[src/rtl/fcvt_pipe_ctrl.sv]
`timescale 1ns/1ps
`default_nettype none

module fcvt_pipe_ctrl (
  input  logic clk_i,
  input  logic rst_n_i,
  input  logic in_valid_i,
  input  logic out_ready_i,
  input  logic flush_i,
  output logic in_ready_o,
  output logic out_valid_o,
  output logic busy_o,
  output logic s1_en_o,   // Load stage 1 data
  output logic s2_en_o    // Load stage 2 data
);

  logic s1_valid_q;
  logic s2_valid_q;
  logic s2_ready;

  // ----------------------------------------
  // Handshake
  // ----------------------------------------
  assign s2_ready   = ~s2_valid_q | out_ready_i;   // Empty or leaving
  assign in_ready_o = ~s1_valid_q | s2_ready;      // Stage 1 free or moving on
  assign s1_en_o    = in_valid_i & in_ready_o;
  assign s2_en_o    = s1_valid_q & s2_ready;

  assign out_valid_o = s2_valid_q;
  assign busy_o      = s1_valid_q | s2_valid_q;

  always_ff @(posedge clk_i or negedge rst_n_i) begin
    if (!rst_n_i) begin
      s1_valid_q <= 1'b0;
      s2_valid_q <= 1'b0;
    end else if (flush_i) begin
      s1_valid_q <= 1'b0;  // Drop everything in flight
      s2_valid_q <= 1'b0;
    end else begin
      if (in_ready_o) s1_valid_q <= in_valid_i;
      if (s2_ready)   s2_valid_q <= s1_valid_q;
    end
  end

  // Output held until taken
  assert property (@(posedge clk_i) disable iff (!rst_n_i)
    out_valid_o && !out_ready_i && !flush_i |=> out_valid_o)
    else $error("fcvt_pipe_ctrl: out_valid_o dropped before handshake");

endmodule

`default_nettype wire

[config.mk]
export PLATFORM = sky130hd
export DESIGN_NAME = fcvt_pipe_ctrl
export DESIGN_NICKNAME = d
export VERILOG_FILES = /design/src/rtl/fcvt_pipe_ctrl.sv
export SDC_FILE = /design/constraint.sdc
export NUM_CORES = 1
export LEC_CHECK = 0
export ABC_AREA = 0
export BUFFER_PORTS_ARGS = -buffer_cell sky130_fd_sc_hd__buf_4
export CAP_MARGIN = 15
export CORE_AREA = 2 2 39 41
export DETAILED_ROUTE_END_ITERATION = 12
export DIE_AREA = 0 0 41 43
export GPL_TIMING_DRIVEN = 0
export HOLD_SLACK_MARGIN = 0.02
export REMOVE_ABC_BUFFERS = 1
export SKIP_CTS_REPAIR_TIMING = 1
export SYNTH_ARGS = -nofsm -noshare
export SYNTH_HDL_FRONTEND = slang
export SYNTH_SLANG_ARGS = --single-unit
[constraint.sdc]
create_clock -name clk_i -period 1 [get_ports clk_i]
set_clock_uncertainty 0.2 [all_clocks]
set_input_delay 0.05 -clock clk_i [delete_from_list [all_inputs] [get_ports clk_i]]
set_output_delay 0.05 -clock clk_i [all_outputs]
set_load 0.01 [all_outputs]
==> results_dict.tcl <==
set metrics [dict create \
    status "finished, violations left" \
    violations "setup timing" \
    io_pins 10 \
    max_stage_delay_ps 410 \
    core_um2 1380 \
    antenna_cells 0 \
    final_cells 46 \
    crit_buf_inv 1 \
    clockBufferDepth 2 \
    vias 149 \
    grt.total_usage_pct 5.42 \
    yosysTopAreaCell "dfrtp_1" \
    wire_per_inst_um 8.35 \
    drtAntennaViolNets 0 \
    multi_input_area_um2 65.1 \
    gr-total-overflow 0 \
    period_minus_slack_ps 1260 \
    cts_root_buf "clkbuf_4" \
    syn_inst 11 \
    grt_pass1_wl_um 469 \
    start_kind "register" \
    drive_above_1_share_pct 63.3 \
    path_clk_slew_ps 30 \
    area_growth_pct 161 \
    grt_max_degree 5 \
    tightest_slew_ps 168 \
    drtIter0Drc 0 \
    synth_cell_type_count 9 \
    relSlewSlack_pct 88.8 \
    port_buffers 9 \
    path_max_fanout 4 \
    drt-pass1-iter-count 1 \
    synthTopCellsByArea "dfrtp_1, nand3b_4, a21oi_2" \
    nFillCells 147 \
    antenna_found_initial 0 \
    cp.required_ps 750 \
    report.final.setup_viol 6 \
    ir_worst_vdd_v 0.000216 \
    chipWidth_um 41 \
    numCtsBuffers 3 \
    hold_path.class "in2reg" \
    placed_cell_area_um2 206 \
    start_util_pct 8.59 \
    whs_ps 2.25 \
    arrival_ps 1010 \
    power_leakage_nw 0.168 \
    place_ws_ps -50.4 \
    clock_sinks 2 \
    nets 37 \
    period_share_pct 126 \
    cp_cell_sequence "or2_1 -> buf_6" \
    clk_latency_ps 220 \
    critPathTopFamily "flip-flops" \
    drv_cap 0 \
    grt_pass1_vias 119 \
    final_util_pct 22.4 \
    gp_congestion 0.496 \
    crit_type "reg2out" \
    syn_area_um2 119 \
    crit_path_end_kind "output port" \
    maxSlewViolCount 0 \
    viasPerCell 3.24 \
    dp.cells 36 \
    drcViolationCount 0 \
    powerDensity_nw_per_um2 1140 \
    yosysSeqAreaShare_pct 42.1 \
    routed_wl_um 384 \
    total_power_mw 0.353 \
    setup_ws_ps -261 \
    cts_tree "built" \
    seq_area_um2 50.0 \
    yosys_register_bits 2 \
    htreeDepth 1 \
    syn_avg_cell_area_um2 10.8 \
    num_rows 14 \
    postLayoutCellArea_um2 310 \
    die_area_um2 1760 \
    fin_setup_tns_ps -938 \
    critPathSlowestCell "dfrtp_1" \
    yosys_warnings 0 \
    chipHeight_um 43 \
    rsz0062_at_grt "yes" \
    r2r_setup_slack_ps -40 \
    finalHoldViolations 0 \
    fmax_mhz 793 \
    synth.top_cell.area_share_pct 42.1 \
]
==> worst reg2reg max path: stages, from the launching register on <==
cell and delay [ps]:
dfrtp_1 400, nand3b_4 110, buf_4 140, a21oi_2 110
==> cell usage after synthesis <==
cell type  count
nand3b_4       1
and2_1         1
nand2b_1       1
dfrtp_1        2
a21oi_2        1
inv_1          2
and2_4         1
a21oi_1        1
or2_1          1
==> per-layer routing <==
layer | wire [um] | global-route usage (%) | share of wire (%) | vias up
met5 | 0 | 0 | 0 | -
met4 | 27 | 12.0 | 7.0 | 0
met3 | 11 | 4.71 | 2.9 | 2
met2 | 209 | 4.69 | 54 | 6
met1 | 135 | 3.85 | 35 | 69
li1 | - | - | - | 72
==> power breakdown <==
| group | internal, mW | switching (mW) | total [mW] |
|---|---|---|---|
| Sequential | 0.0860 | 0.00622 | 0.0922 |
| Combinational | 0.0552 | 0.0264 | 0.0816 |
| Clock | 0.132 | 0.0468 | 0.179 |
| Total | 0.274 | 0.0794 | 0.353 |
==> area by class of cell <==
| class | count | area share, % |
|---|---|---|
| clock buffers | 3 | 7.26 |
| well taps | 16 | 6.45 |
| multi-input cells | 7 | 21.0 |
| repair buffers | 16 | 46.8 |
| flip-flops and latches | 2 | 16.1 |
| inverters | 2 | 2.42 |
==> worst paths after layout <==
kind,cells after the start,endpoint,startpoint
setup / recovery,2,busy_o,s1_valid_q
hold / removal,4,out_valid_o,out_ready_i
setup reg to reg,3,s1_valid_q,out_valid_o
hold reg to reg,3,out_valid_o,out_valid_o
max in group asynchronous,3,s1_valid_q,rst_n_i
min in group asynchronous,3,out_valid_o,rst_n_i
==> registers in the layout, summed over array words and instances, names as in the netlist <==
name and count:
s1_valid_q 1, out_valid_o 1
==> cell families after synthesis <==
kind of cell / after synthesis / synth area share (%)
and+or+nand+nor: 5 / 40.0
DFF: 2 / 42.1
AOI/OAI and AO/OA: 2 / 11.6
buffers and inverters: 2 / 6.32
==> placed cells by master (no fill, tap or decap) <==
| cell type | instances |
|---|---|
| buf_6 | 4 |
| dfrtp_1 | 2 |
| inv_1 | 2 |
| and2_4 | 1 |
| and2_1 | 1 |
| a21oi_2 | 2 |
| or2_1 | 1 |
| nand3b_4 | 1 |
| buf_4 | 8 |
| dlygate4sd3_1 | 4 |
| clkbuf_4 | 3 |
| nand2b_1 | 1 |
No activity file was read; power rests on OpenSTA's default activity.
