<file path="src/rtl/fcvt_defines.svh">
`ifndef FCVT_DEFINES_SVH
`define FCVT_DEFINES_SVH

// ----------------------------------------
// binary32 format
// ----------------------------------------
`define FCVT_WIDTH     32   // Operand and result width
`define FCVT_EXP_BITS  8    // Float exponent field
`define FCVT_MAN_BITS  23   // Float fraction field
`define FCVT_BIAS      127

// ----------------------------------------
// Internal datapath
// ----------------------------------------
// Wide enough for the implicit bit plus fraction or a full integer
`define FCVT_MAN_W     32
`define FCVT_EXP_W     10   // Signed, covers smallest subnormal
`define FCVT_SHAMT_W   5    // Leading-zero count

`endif

</file>
<file path="src/rtl/fcvt_pkg.sv">
`default_nettype none

`include "fcvt_defines.svh"

package fcvt_pkg;

  // ----------------------------------------
  // Datapath vectors
  // ----------------------------------------
  typedef logic [`FCVT_WIDTH-1:0]        word_t;   // Operand or result
  typedef logic [`FCVT_MAN_W-1:0]        man_t;    // Normalized mantissa
  typedef logic signed [`FCVT_EXP_W-1:0] exp_t;    // Unbiased exponent
  typedef logic [1:0]                    rs_t;     // Round, sticky
  typedef logic [4:0]                    status_t; // NV DZ OF UF NX

  // Status bit positions
  localparam int unsigned ST_NV = 4;
  localparam int unsigned ST_DZ = 3;
  localparam int unsigned ST_OF = 2;
  localparam int unsigned ST_UF = 1;
  localparam int unsigned ST_NX = 0;

  // ----------------------------------------
  // Operation and rounding mode
  // ----------------------------------------
  typedef enum logic {
    F2I = 1'b0,  // binary32 to integer
    I2F = 1'b1   // Integer to binary32
  } op_e;

  // IEEE / RISC-V rm encoding
  typedef enum logic [2:0] {
    RNE = 3'd0,
    RTZ = 3'd1,
    RDN = 3'd2,
    RUP = 3'd3,
    RMM = 3'd4
  } rnd_e;

endpackage

`default_nettype wire

</file>
<file path="src/rtl/fcvt_align.sv">
`timescale 1ns/1ps
`default_nettype none

`include "fcvt_defines.svh"

module fcvt_align import fcvt_pkg::*; (
  input  op_e   op_i,
  input  logic  op_mod_i,
  input  logic  sign_i,
  input  exp_t  exp_i,
  input  man_t  mant_i,
  input  logic  is_inf_i,
  output word_t abs_o,       // Magnitude before rounding
  output rs_t   rs_o,
  output logic  of_before_o,
  output logic  uf_before_o
);

  exp_t                      dst_exp;    // Rebiased for binary32
  logic [`FCVT_EXP_BITS-1:0] final_exp;
  logic [2*`FCVT_MAN_W:0]    pre_mant;   // Mantissa left, room to shift out
  logic [2*`FCVT_MAN_W:0]    dst_mant;
  logic [`FCVT_SHAMT_W:0]    shamt;
  word_t                     int_val;
  logic [`FCVT_MAN_BITS-1:0] fp_man;
  rs_t                       int_rs;
  rs_t                       fp_rs;

  assign dst_exp = exp_i + exp_t'(`FCVT_BIAS);

  // ----------------------------------------
  // Shift amount and range checks
  // ----------------------------------------
  always_comb begin
    final_exp   = dst_exp[`FCVT_EXP_BITS-1:0];
    pre_mant    = {mant_i, {(`FCVT_MAN_W+1){1'b0}}};
    shamt       = '0;
    of_before_o = 1'b0;
    uf_before_o = 1'b0;

    if (op_i == F2I) begin
      // Integer point sits right of bit 31-exp
      shamt = (`FCVT_SHAMT_W+1)'(exp_t'(`FCVT_WIDTH - 1) - exp_i);
      // Unsigned range one bit larger, negative unsigned >= 1 invalid
      if (is_inf_i || (exp_i >= exp_t'(`FCVT_WIDTH - 1) + exp_t'(op_mod_i)) ||
          (op_mod_i && sign_i && exp_i >= 0)) begin
        shamt       = '0;
        of_before_o = 1'b1;
      end else if (exp_i < -1) begin
        shamt       = (`FCVT_SHAMT_W+1)'(`FCVT_WIDTH + 1); // Everything into sticky
        uf_before_o = 1'b1;
      end
    end else begin
      if (dst_exp >= exp_t'((1 << `FCVT_EXP_BITS) - 1)) begin
        final_exp   = {{(`FCVT_EXP_BITS-1){1'b1}}, 1'b0}; // Largest normal
        pre_mant    = '1;                                 // R and S set too
        of_before_o = 1'b1;
      end else if (dst_exp < 1 && dst_exp >= -`FCVT_MAN_BITS) begin
        final_exp   = '0;                                 // Denormal result
        shamt       = (`FCVT_SHAMT_W+1)'(exp_t'(1) - dst_exp);
        uf_before_o = 1'b1;
      end else if (dst_exp < -`FCVT_MAN_BITS) begin
        final_exp   = '0;
        shamt       = (`FCVT_SHAMT_W+1)'(`FCVT_MAN_BITS + 1); // Keep only sticky
        uf_before_o = 1'b1;
      end
    end
  end

  assign dst_mant = pre_mant >> shamt;

  // ----------------------------------------
  // Field extraction
  // ----------------------------------------
  assign int_val = dst_mant[2*`FCVT_MAN_W -: `FCVT_WIDTH];
  assign int_rs  = {dst_mant[2*`FCVT_MAN_W-`FCVT_WIDTH],
                    |dst_mant[2*`FCVT_MAN_W-`FCVT_WIDTH-1:0]};

  // Implicit bit at the top is dropped
  assign fp_man = dst_mant[2*`FCVT_MAN_W-1 -: `FCVT_MAN_BITS];
  assign fp_rs  = {dst_mant[2*`FCVT_MAN_W-1-`FCVT_MAN_BITS],
                   |dst_mant[2*`FCVT_MAN_W-2-`FCVT_MAN_BITS:0]};

  assign abs_o = (op_i == F2I) ? int_val : word_t'({final_exp, fp_man});
  assign rs_o  = (op_i == F2I) ? int_rs : fp_rs;

endmodule

`default_nettype wire

</file>
<file path="config.mk">
export PLATFORM = sky130hd
export DESIGN_NAME = fcvt_align
export DESIGN_NICKNAME = d
export VERILOG_FILES = /design/src/rtl/fcvt_pkg.sv /design/src/rtl/fcvt_align.sv
export VERILOG_INCLUDE_DIRS = /design/src /design/src/rtl
export SDC_FILE = /design/constraint.sdc
export NUM_CORES = 1
export LEC_CHECK = 0
export BUFFER_PORTS_ARGS = -buffer_cell sky130_fd_sc_hd__buf_2
export CORE_MARGIN = 8
export CORE_UTILIZATION = 50
export DETAILED_ROUTE_END_ITERATION = 8
export PLACE_DENSITY = 0.73
export SLEW_MARGIN = 10
export SYNTH_ARGS = -nofsm -noshare
export SYNTH_HDL_FRONTEND = slang
export SYNTH_SLANG_ARGS = --single-unit
</file>
<file path="constraint.sdc">
create_clock -name vclk -period 16.7
set_clock_uncertainty 0.2 [all_clocks]
set_input_delay 2.505 -clock vclk [all_inputs]
set_output_delay 2.505 -clock vclk [all_outputs]
set_load 0.03 [all_outputs]
</file>
==> impl_metrics.py <==
metrics = {
    "finish": {
        "n_fill_cell": 886,
        "drive_gt1_frac": 0.193,
        "nNetsFinal": 765,
        "ff_latch_area_um2": 0,
        "design_area_mm2": 0.00474,
        "finalNonFillerCells": 813,
        "nClkBuffers": 0,
        "area_growth_syn_to_layout_pct": 8.04,
        "seq_cell_count": 0,
        "antennaDiodeCount": 0,
    },
    "synth": {
        "synth-seq-area-share": 0,
        "synth_area_leaders": "mux2i_1 8.2%, nor2_1 6.5%, a211oi_1 5.6%",
        "synthTopCellsByCount": "76 x nor2_1, 66 x nand2_1, 36 x mux2i_1, 33 x a211oi_1, 33 x a21oi_1",
        "synth_most_common_cell": "nor2_1",
        "yosysTopAreaCell": "mux2i_1",
        "synth_top_area_frac": 0.0821,
        "synth_compound_area_frac": 0.478,
        "syn-instance-count": 666,
        "synthDistinctLibCells": 90,
        "netlist_area_mm2": 0.00439,
        "synthMuxAreaShare": 0.100,
        "synth_xor_area_frac": 0.0140,
        "syn_nets": 724,
        "synthSimpleGateAreaFrac": 0.288,
        "synth_adder_area_share": 0.0342,
        "avgSynthCellArea_um2": 6.59,
        "synth_top_family_by_area": "compound AO/OA/AOI/OAI gates",
        "synth_warnings": 0,
    },
    "global_route": {
        "grt.total_usage": 0.295,
        "grt_pass1_wl_um": 29100,
        "grt-ovfl-total": 0,
        "grt_pass1_vias": 5418,
        "antenna_found_initial": 0,
        "grt_max_degree": 62,
    },
    "worst_setup_path": {
        "path_class": "input port to output port",
        "cp_common_cell": "buf_2",
        "required_ns": 13.99,
        "path_depth": 17,
        "crit_slowest_cell": "nand4_1",
        "endpoint_kind": "output port",
        "path_buf_inv": 3,
        "crit_start": "exp_i[0]",
        "crit_path_max_incr_delay_ns": 0.69,
        "crit_path_end": "rs_o[0]",
        "critPathArrivalTime_ns": 8.35,
        "worstSetupStartpointType": "input port",
        "crit_chain": "buf_2 -> inv_1 -> ha_1 -> nand2b_1 -> or4_1 -> a32o_1 -> nand4_1 -> and2_0 -> a21o_1 -> a32oi_1 -> a22o_1 -> a211oi_1 -> mux2i_1 -> nor3_1 -> a31oi_1 -> nand4bb_1 -> buf_2",
        "cp_top_family": "simple AND/OR/NAND/NOR gates",
        "path_max_fanout": 22,
    },
    "routing": {
        "postRouteAntennaNets": 0,
        "drcViolationCount": 0,
        "via_per_inst": 7.36,
        "vias": 5980,
        "firstDrtPassIters": 5,
        "drt_iter0_drc": 626,
        "wl_per_cell_um": 22.7,
        "wl_um": 18400,
    },
    "floorplan": {
        "num_rows": 34,
        "coreArea_mm2": 0.00864,
        "io_pins": 82,
        "start_util": 0.508,
        "die_area_mm2": 0.0120,
        "die_w_um": 110,
        "die_h_um": 110,
    },
    "hold_path": {
        "hp-start": "exp_i[9]",
        "hold_depth": 4,
        "hold_class": "input port to output port",
    },
    "power_and_ir_drop": {
        "irDropWorstVdd_mv": 0.0384,
        "p_int_uw": 78.9,
        "power_uw": 247,
        "clkPwrFrac": 0,
        "combPwrFrac": 1.000,
        "netSwitchingPower_uw": 169,
        "leakage_nw": 1.93,
        "sw_frac_of_total": 0.681,
        "p_seq_frac": 0,
        "powerDensity_mw_per_mm2": 52.2,
    },
    "placement": {
        "hpwl_um": 14100,
        "dpl.cell_count": 813,
        "gp_congestion": 0.979,
        "place_area_mm2": 0.00474,
        "portBuffers": 82,
    },
    "timing": {
        "period_share": 0.662,
        "hold_viol": 0,
        "rsz0062_at_grt": "false",
        "max_freq_mhz": 90.5,
        "fin_setup_tns_ns": 0,
        "period_minus_slack_ns": 11.05,
        "tightest_slew_ns": 1.10,
        "drv_slew": 0,
        "finalSetupViolCount": 0,
        "relSlewSlack": 0.257,
    },
    "clocking": {
        "holdBufCountCts": 0,
        "cts_setup_buffers": 0,
        "ctsResizeCount": 0,
    },
    "run_status": {
        "outcome": "complete, no violations",
    },
    "job": {
        "max_cap_viol_count": 0,
    },
}
[stage by stage]
step,hold WS (ns),setup slack [ns],util
after floorplan,5.17,7.51,-
after global placement,5.37,5.97,0.549
after detailed placement,5.36,5.93,0.549
after CTS,5.37,5.91,0.549
after global routing,5.43,5.34,0.549
final,5.37,5.65,0.549
[kinds of logic after synthesis]
kind of cell	after synthesis
AOI/OAI and AO/OA	274
and+or+nand+nor	256
buffers and inverters	74
muxes	43
adders and majority gates	12
xor gates and xnor gates	7
[metal layers]
metal  track usage  vias up  part of all wire
li1              -     2732                 -
met1         0.413     2756              0.41
met2         0.452      444              0.44
met3        0.0340       48              0.12
met4         0.104        0             0.037
met5             0        -                 0
[power groups by stage]
stage / Sequential, mW / Combinational (mW) / Clock (mW)
after floorplan: 0 / 0.171 / 0
after global placement: 0 / 0.241 / 0
after detailed placement: 0 / 0.240 / 0
after CTS: 0 / 0.241 / 0
after global routing: 0 / 0.263 / 0
final: 0 / 0.247 / 0
[layout by cell type, fill, tap and decap left out, drive strengths merged, types with 6 or more instances in the layout]
cell    count
a32oi       8
a211o      18
or2         9
ha         12
a22oi      13
nor2       77
nand4      10
a211oi     35
o32ai       6
a22o        8
o311ai     10
nor2b       6
and2        7
a31oi      14
nor3       13
o22ai      17
a21oi      34
a21o        6
mux2        7
o21ai      32
inv        17
nand3      27
buf        96
o211ai     14
o221ai      8
mux2i      36
o311a       7
nand2      69
nand2b      7
[final cells by class]
class / count / area (um^2) / share of cell area
inverters: 17 / 63.8 / 0.0135
multi-input cells: 592 / 4030 / 0.849
repair buffers: 96 / 515 / 0.109
well taps: 108 / 135 / 0.0285
[how the worst min path moves through the flow]
stage,to
final,uf_before_o
after global routing,uf_before_o
after CTS,uf_before_o
after detailed placement,uf_before_o
after global placement,uf_before_o
after floorplan,uf_before_o
Note: power is estimated with default switching activity, not from simulation.
