==> src/rtl/fcvt_defines.svh <==
`ifndef FCVT_DEFINES_SVH
`define FCVT_DEFINES_SVH

// ----------------------------------------
// binary32 format
// ----------------------------------------
`define FCVT_WIDTH     32   // Operand and result width
`define FCVT_EXP_BITS  8    // Float exponent field
`define FCVT_MAN_BITS  23   // Float fraction field
`define FCVT_BIAS      127

// ----------------------------------------
// Internal datapath
// ----------------------------------------
// Wide enough for the implicit bit plus fraction or a full integer
`define FCVT_MAN_W     32
`define FCVT_EXP_W     10   // Signed, covers smallest subnormal
`define FCVT_SHAMT_W   5    // Leading-zero count

`endif

==> src/rtl/fcvt_pkg.sv <==
`default_nettype none

`include "fcvt_defines.svh"

package fcvt_pkg;

  // ----------------------------------------
  // Datapath vectors
  // ----------------------------------------
  typedef logic [`FCVT_WIDTH-1:0]        word_t;   // Operand or result
  typedef logic [`FCVT_MAN_W-1:0]        man_t;    // Normalized mantissa
  typedef logic signed [`FCVT_EXP_W-1:0] exp_t;    // Unbiased exponent
  typedef logic [1:0]                    rs_t;     // Round, sticky
  typedef logic [4:0]                    status_t; // NV DZ OF UF NX

  // Status bit positions
  localparam int unsigned ST_NV = 4;
  localparam int unsigned ST_DZ = 3;
  localparam int unsigned ST_OF = 2;
  localparam int unsigned ST_UF = 1;
  localparam int unsigned ST_NX = 0;

  // ----------------------------------------
  // Operation and rounding mode
  // ----------------------------------------
  typedef enum logic {
    F2I = 1'b0,  // binary32 to integer
    I2F = 1'b1   // Integer to binary32
  } op_e;

  // IEEE / RISC-V rm encoding
  typedef enum logic [2:0] {
    RNE = 3'd0,
    RTZ = 3'd1,
    RDN = 3'd2,
    RUP = 3'd3,
    RMM = 3'd4
  } rnd_e;

endpackage

`default_nettype wire

==> src/rtl/fcvt_round.sv <==
`timescale 1ns/1ps
`default_nettype none

`include "fcvt_defines.svh"

module fcvt_round import fcvt_pkg::*; (
  input  op_e     op_i,
  input  logic    op_mod_i,
  input  rnd_e    rnd_i,
  input  logic    sign_i,
  input  logic    mant_zero_i,
  input  logic    is_nan_i,
  input  logic    is_snan_i,
  input  logic    is_inf_i,
  input  logic    is_zero_i,
  input  word_t   abs_i,
  input  rs_t     rs_i,
  input  logic    of_before_i,
  input  logic    uf_before_i,
  output word_t   result_o,
  output status_t status_o
);

  logic                      round_up;
  word_t                     rounded_abs;
  logic                      rounded_zero;
  logic [`FCVT_EXP_BITS-1:0] res_exp;
  logic                      of_after;
  logic                      uf_after;
  word_t                     fp_res;
  word_t                     int_res;
  word_t                     int_sat;
  logic                      neg_unsigned;
  logic                      int_special;
  status_t                   fp_status;
  status_t                   int_status;

  // ----------------------------------------
  // Rounding
  // ----------------------------------------
  always_comb begin
    case (rnd_i)
      RNE:     round_up = rs_i[1] & (rs_i[0] | abs_i[0]); // Ties to even
      RTZ:     round_up = 1'b0;
      RDN:     round_up = (|rs_i) & sign_i;
      RUP:     round_up = (|rs_i) & ~sign_i;
      RMM:     round_up = rs_i[1];                        // Ties away
      default: round_up = 1'b0;
    endcase
  end

  assign rounded_abs  = abs_i + word_t'(round_up); // Carry may bump exponent
  assign rounded_zero = (rounded_abs == '0);

  // Float result checks after rounding
  assign res_exp  = rounded_abs[`FCVT_WIDTH-2 -: `FCVT_EXP_BITS];
  assign uf_after = (res_exp == '0) & ~rounded_zero;
  assign of_after = &res_exp;

  // Integer zero gives +0
  assign fp_res = mant_zero_i ? '0 : {sign_i, rounded_abs[`FCVT_WIDTH-2:0]};

  always_comb begin
    fp_status        = '0;
    fp_status[ST_NV] = of_before_i | of_after;       // Out of range int is invalid
    fp_status[ST_OF] = 1'b0;                         // Reported through NV
    fp_status[ST_UF] = ~mant_zero_i & (uf_before_i | uf_after);
    fp_status[ST_NX] = |rs_i;
  end

  // ----------------------------------------
  // Integer result and saturation
  // ----------------------------------------
  assign int_res = sign_i ? word_t'(-rounded_abs) : rounded_abs;

  // Negative value that stays nonzero after rounding
  assign neg_unsigned = sign_i & op_mod_i & ~is_zero_i & ~rounded_zero;
  assign int_special  = is_nan_i | is_inf_i | of_before_i | neg_unsigned;

  always_comb begin
    int_sat = {op_mod_i, {(`FCVT_WIDTH-1){1'b1}}};  // Positive max
    if (sign_i && !is_nan_i) int_sat = ~int_sat;    // Negative max or 0
    int_status = '0;
    if (int_special) int_status[ST_NV] = 1'b1;
    else int_status[ST_NX] = |rs_i;
  end

  // ----------------------------------------
  // Output select
  // ----------------------------------------
  assign result_o = (op_i == F2I) ? (int_special ? int_sat : int_res) : fp_res;
  assign status_o = (op_i == F2I) ? int_status : fp_status;

  // No divide in this unit
  always_comb begin
    assert (!status_o[ST_DZ]) else $error("fcvt_round: DZ raised");
  end

endmodule

`default_nettype wire

==> config.mk <==
export PLATFORM = sky130hd
export DESIGN_NAME = fcvt_round
export DESIGN_NICKNAME = d
export VERILOG_FILES = /design/src/rtl/fcvt_pkg.sv /design/src/rtl/fcvt_round.sv
export VERILOG_INCLUDE_DIRS = /design/src /design/src/rtl
export SDC_FILE = /design/constraint.sdc
export NUM_CORES = 1
export LEC_CHECK = 0
export BUFFER_PORTS_ARGS = -buffer_cell sky130_fd_sc_hd__buf_2
export CAP_MARGIN = 30
export CORE_MARGIN = 2
export CORE_UTILIZATION = 35
export DETAILED_ROUTE_END_ITERATION = 10
export PLACE_DENSITY = 0.55
export SLEW_MARGIN = 20
export SYNTH_ARGS = -nofsm -noshare
export SYNTH_HDL_FRONTEND = slang
export SYNTH_SLANG_ARGS = --single-unit
export TNS_END_PERCENT = 10
==> constraint.sdc <==
create_clock -name vclk -period 16.3
set_input_delay 2.445 -clock vclk [all_inputs]
set_output_delay 2.445 -clock vclk [all_outputs]
set_load 0.01 [all_outputs]
==> qor.yml <==
status:
  status: "finished clean"
synthesis:
  syn_inst: 405
  synth_top_family_by_area: "simple AND/OR/NAND/NOR gates"
  ys_seq_area_share_pct: 0
  synthMuxAreaShare_pct: 1.20
  syn_area_um2: 2600
  synth_xor_area_share_pct: 16.4
  synth-simple-area-share_pct: 42.5
  yosysWarnings: 0
  ys_types: 74
  synth_fa_ha_area_share_pct: 1.44
  avgSynthCellArea_um2: 6.43
  synth_compound_area_share_pct: 30.2
timing:
  fin_crit_sh_pct: 67.9
  slew_headroom_pct: 36.4
  max_freq_mhz: 90.3
  timing.final.max_slew_violations: 0
  hold_viol_final: 0
  setup_viol: 0
  min_period_ns: 11.07
  fin_setup_tns_ns: 0
  rsz0062_at_grt: "false"
  worst_slew_pin_slew_ns: 0.951
grt:
  grt_pass1_wl_um: 15700
  grt_max_degree: 38
  grt-ovfl-total: 0
  grt_util_all_layers_pct: 22.3
  grt_pass1_vias: 3085
  antenna_found_initial: 0
pwr:
  ir_drop_mv: 0.00823
  power.share.switching_pct: 61.4
  p_comb_share_pct: 100.0
  power.density_nw_per_um2: 23.8
  seqPwrFrac_pct: 0
  p_clk_share_pct: 0
  leakagePower_nw: 1.10
  p_total_w: 0.0000706
  power.switching_w: 0.0000433
  power.internal_w: 0.0000273
critical_path:
  slowest_delay_ns: 0.75
  critPathLaunchType: "input pin"
  critPathMaxFanout: 37
  startpoint: "sign_i"
  cpMaxStageDelayCell: "a21o_1"
  cp-end-kind: "output port"
  crit_family: "simple AND/OR/NAND/NOR gates"
  cp-endpoint: "result_o[19]"
  worstPathRequired_ns: 13.86
  worst-setup-path-type: "in2out"
  cp.depth: 17
  critical_path.cell_chain: "buf_2, inv_1, mux2_2, o32a_1, nor2_1, ha_1, ha_1, nand4_1, nor4_1, xor2_1, or3_1, or4_4, nor3_2, a21o_1, nand2_1, o221ai_1, buf_2"
  arrival_ns: 8.63
  path_buf_inv: 3
floorplanning:
  die_w_um: 90.2
  core_area_um2: 7210
  die_h_um: 90.2
  ios: 84
  core.rowCount: 31
  die_area_um2: 8140
  start_util_pct: 36.1
routing:
  wirelength_um: 9370
  dr.pass1.iters: 5
  drtAntennaViolNets: 0
  drc: 0
  wire_per_inst_um: 16.8
  drtIter0Drc: 197
  via_count: 3335
  via_per_inst: 6.00
final_layout:
  finalCoreUtilization_pct: 41.2
  n_sequential_cell: 0
  drive_above_1_share_pct: 22.8
  diodes: 0
  multi_input_area_um2: 2390
  stdcell_count: 556
  num-fill-cells: 819
  synthToLayoutAreaGrowth_pct: 14.2
  nClkBuffers: 0
  seqCellArea_um2: 0
  nets: 509
placed_design:
  hpwl_um: 7240
  place_congestion: 0.920
  place_inst: 555
  io_buffers: 81
clock_tree:
  ctsResizeCount: 0
  holdBufCountCts: 0
  cts_setup_buffers: 0
flow_run:
  cap_violations: 0
min_path:
  hold_path_class: "in2out"
-- tightest hold or removal path: cells and delay by family --
| kind | cells | cell delay (ns) |
|---|---|---|
| buffers and inverters | 2 | 0.21 |
| and+or+nand+nor | 1 | 0.07 |
| AOI/OAI and AO/OA | 1 | 0.04 |
-- cells by family (layout without fill, tap and decap cells) --
| family | count (synthesis) | after routing |
|---|---|---|
| AND/OR/NAND/NOR | 199 | 199 |
| AO/OA/AOI/OAI | 110 | 110 |
| XOR/XNOR | 48 | 48 |
| buffers and inverters | 41 | 92 |
| adder cells (fa/ha/maj) | 3 | 3 |
| multiplexers | 3 | 3 |
| other | 1 | 2 |
-- metal layers --
metal / vias to the layer above / GRT usage, % / share of wire [%]
met5: - / 0 / 0
met4: 0 / 1.79 / 0.46
met3: 4 / 1.51 / 5.8
met2: 131 / 37.7 / 48
met1: 1552 / 32.3 / 46
li1: 1648 / - / -
-- synthesized netlist by cell type (all sizes together) (3+ instances only) --
cell	count	share of area [%]
nor4	9	2.6
o211ai	6	1.7
or2	3	0.72
nor2	40	5.9
o21ai	20	4.0
a311oi	3	1.0
nand3	20	3.8
a221o	5	1.9
nand2b	3	0.72
or3	13	3.3
or4	8	2.7
nor3	15	3.1
inv	9	1.3
ha	3	1.4
nand2	46	6.9
o31ai	6	1.7
o21a	3	0.87
and4	3	1.0
o31a	3	1.0
a211o	3	1.0
xor2	21	7.1
a21oi	18	3.6
buf	17	4.6
xnor2	27	9.4
and2	3	0.72
nand4	17	4.9
o221ai	11	3.7
and3	6	1.4
a211oi	3	0.87
clkbuf	15	2.2
a31oi	10	2.4
nand4b	3	1.0
-- through the flow --
stage / setup WS [ns] / hold slack [ns] / instance area, um2
floorplan: 7.10 / 5.04 / 2610
global placement: 5.32 / 5.20 / 2970
detailed placement: 5.28 / 5.20 / 2970
CTS: 5.26 / 5.21 / 2970
global route: 4.76 / 5.24 / 2970
finish: 5.23 / 5.20 / 2970
-- cell type report --
class	count	area share, %
inverter	9	1.14
tap	99	4.17
timing repair buffer	83	14.1
multi-input combinational	365	80.6
-- power groups by stage --
stage	combinational [W]	sequential [W]	clock, W
after floorplan	0.0000461	0	0
after global placement	0.0000690	0	0
after detailed placement	0.0000695	0	0
after CTS	0.0000698	0	0
after global routing	0.0000780	0	0
final	0.0000706	0	0
-- cell usage in the layout, fill, tap and decap left out, drive strengths merged, types with 5 or more instances in the layout --
master | synthesis | routed
or4 | 8 | 8
and3 | 6 | 6
o211ai | 6 | 6
o221ai | 11 | 11
a31oi | 10 | 10
nand2 | 46 | 46
nor3 | 15 | 15
or3 | 13 | 13
xnor2 | 27 | 27
nand3 | 20 | 20
a21oi | 18 | 18
nand4 | 17 | 17
o31ai | 6 | 6
o21ai | 20 | 20
buf | 17 | 83
xor2 | 21 | 21
a221o | 5 | 5
nor2 | 40 | 40
nor4 | 9 | 9
inv | 9 | 9
-- worst min-delay path by stage --
| stage | startpoint | endpoint | slack [ns] | cells past startpoint |
|---|---|---|---|---|
| detailed placement | uf_before_i | status_o[1] | 5.20 | 4 |
| floorplan | rs_i[0] | status_o[0] | 5.04 | 1 |
| finish | uf_before_i | status_o[1] | 5.20 | 4 |
| global route | uf_before_i | status_o[1] | 5.24 | 4 |
| global placement | uf_before_i | status_o[1] | 5.20 | 4 |
| CTS | uf_before_i | status_o[1] | 5.21 | 4 |
Power figures use the tool's default switching activity.
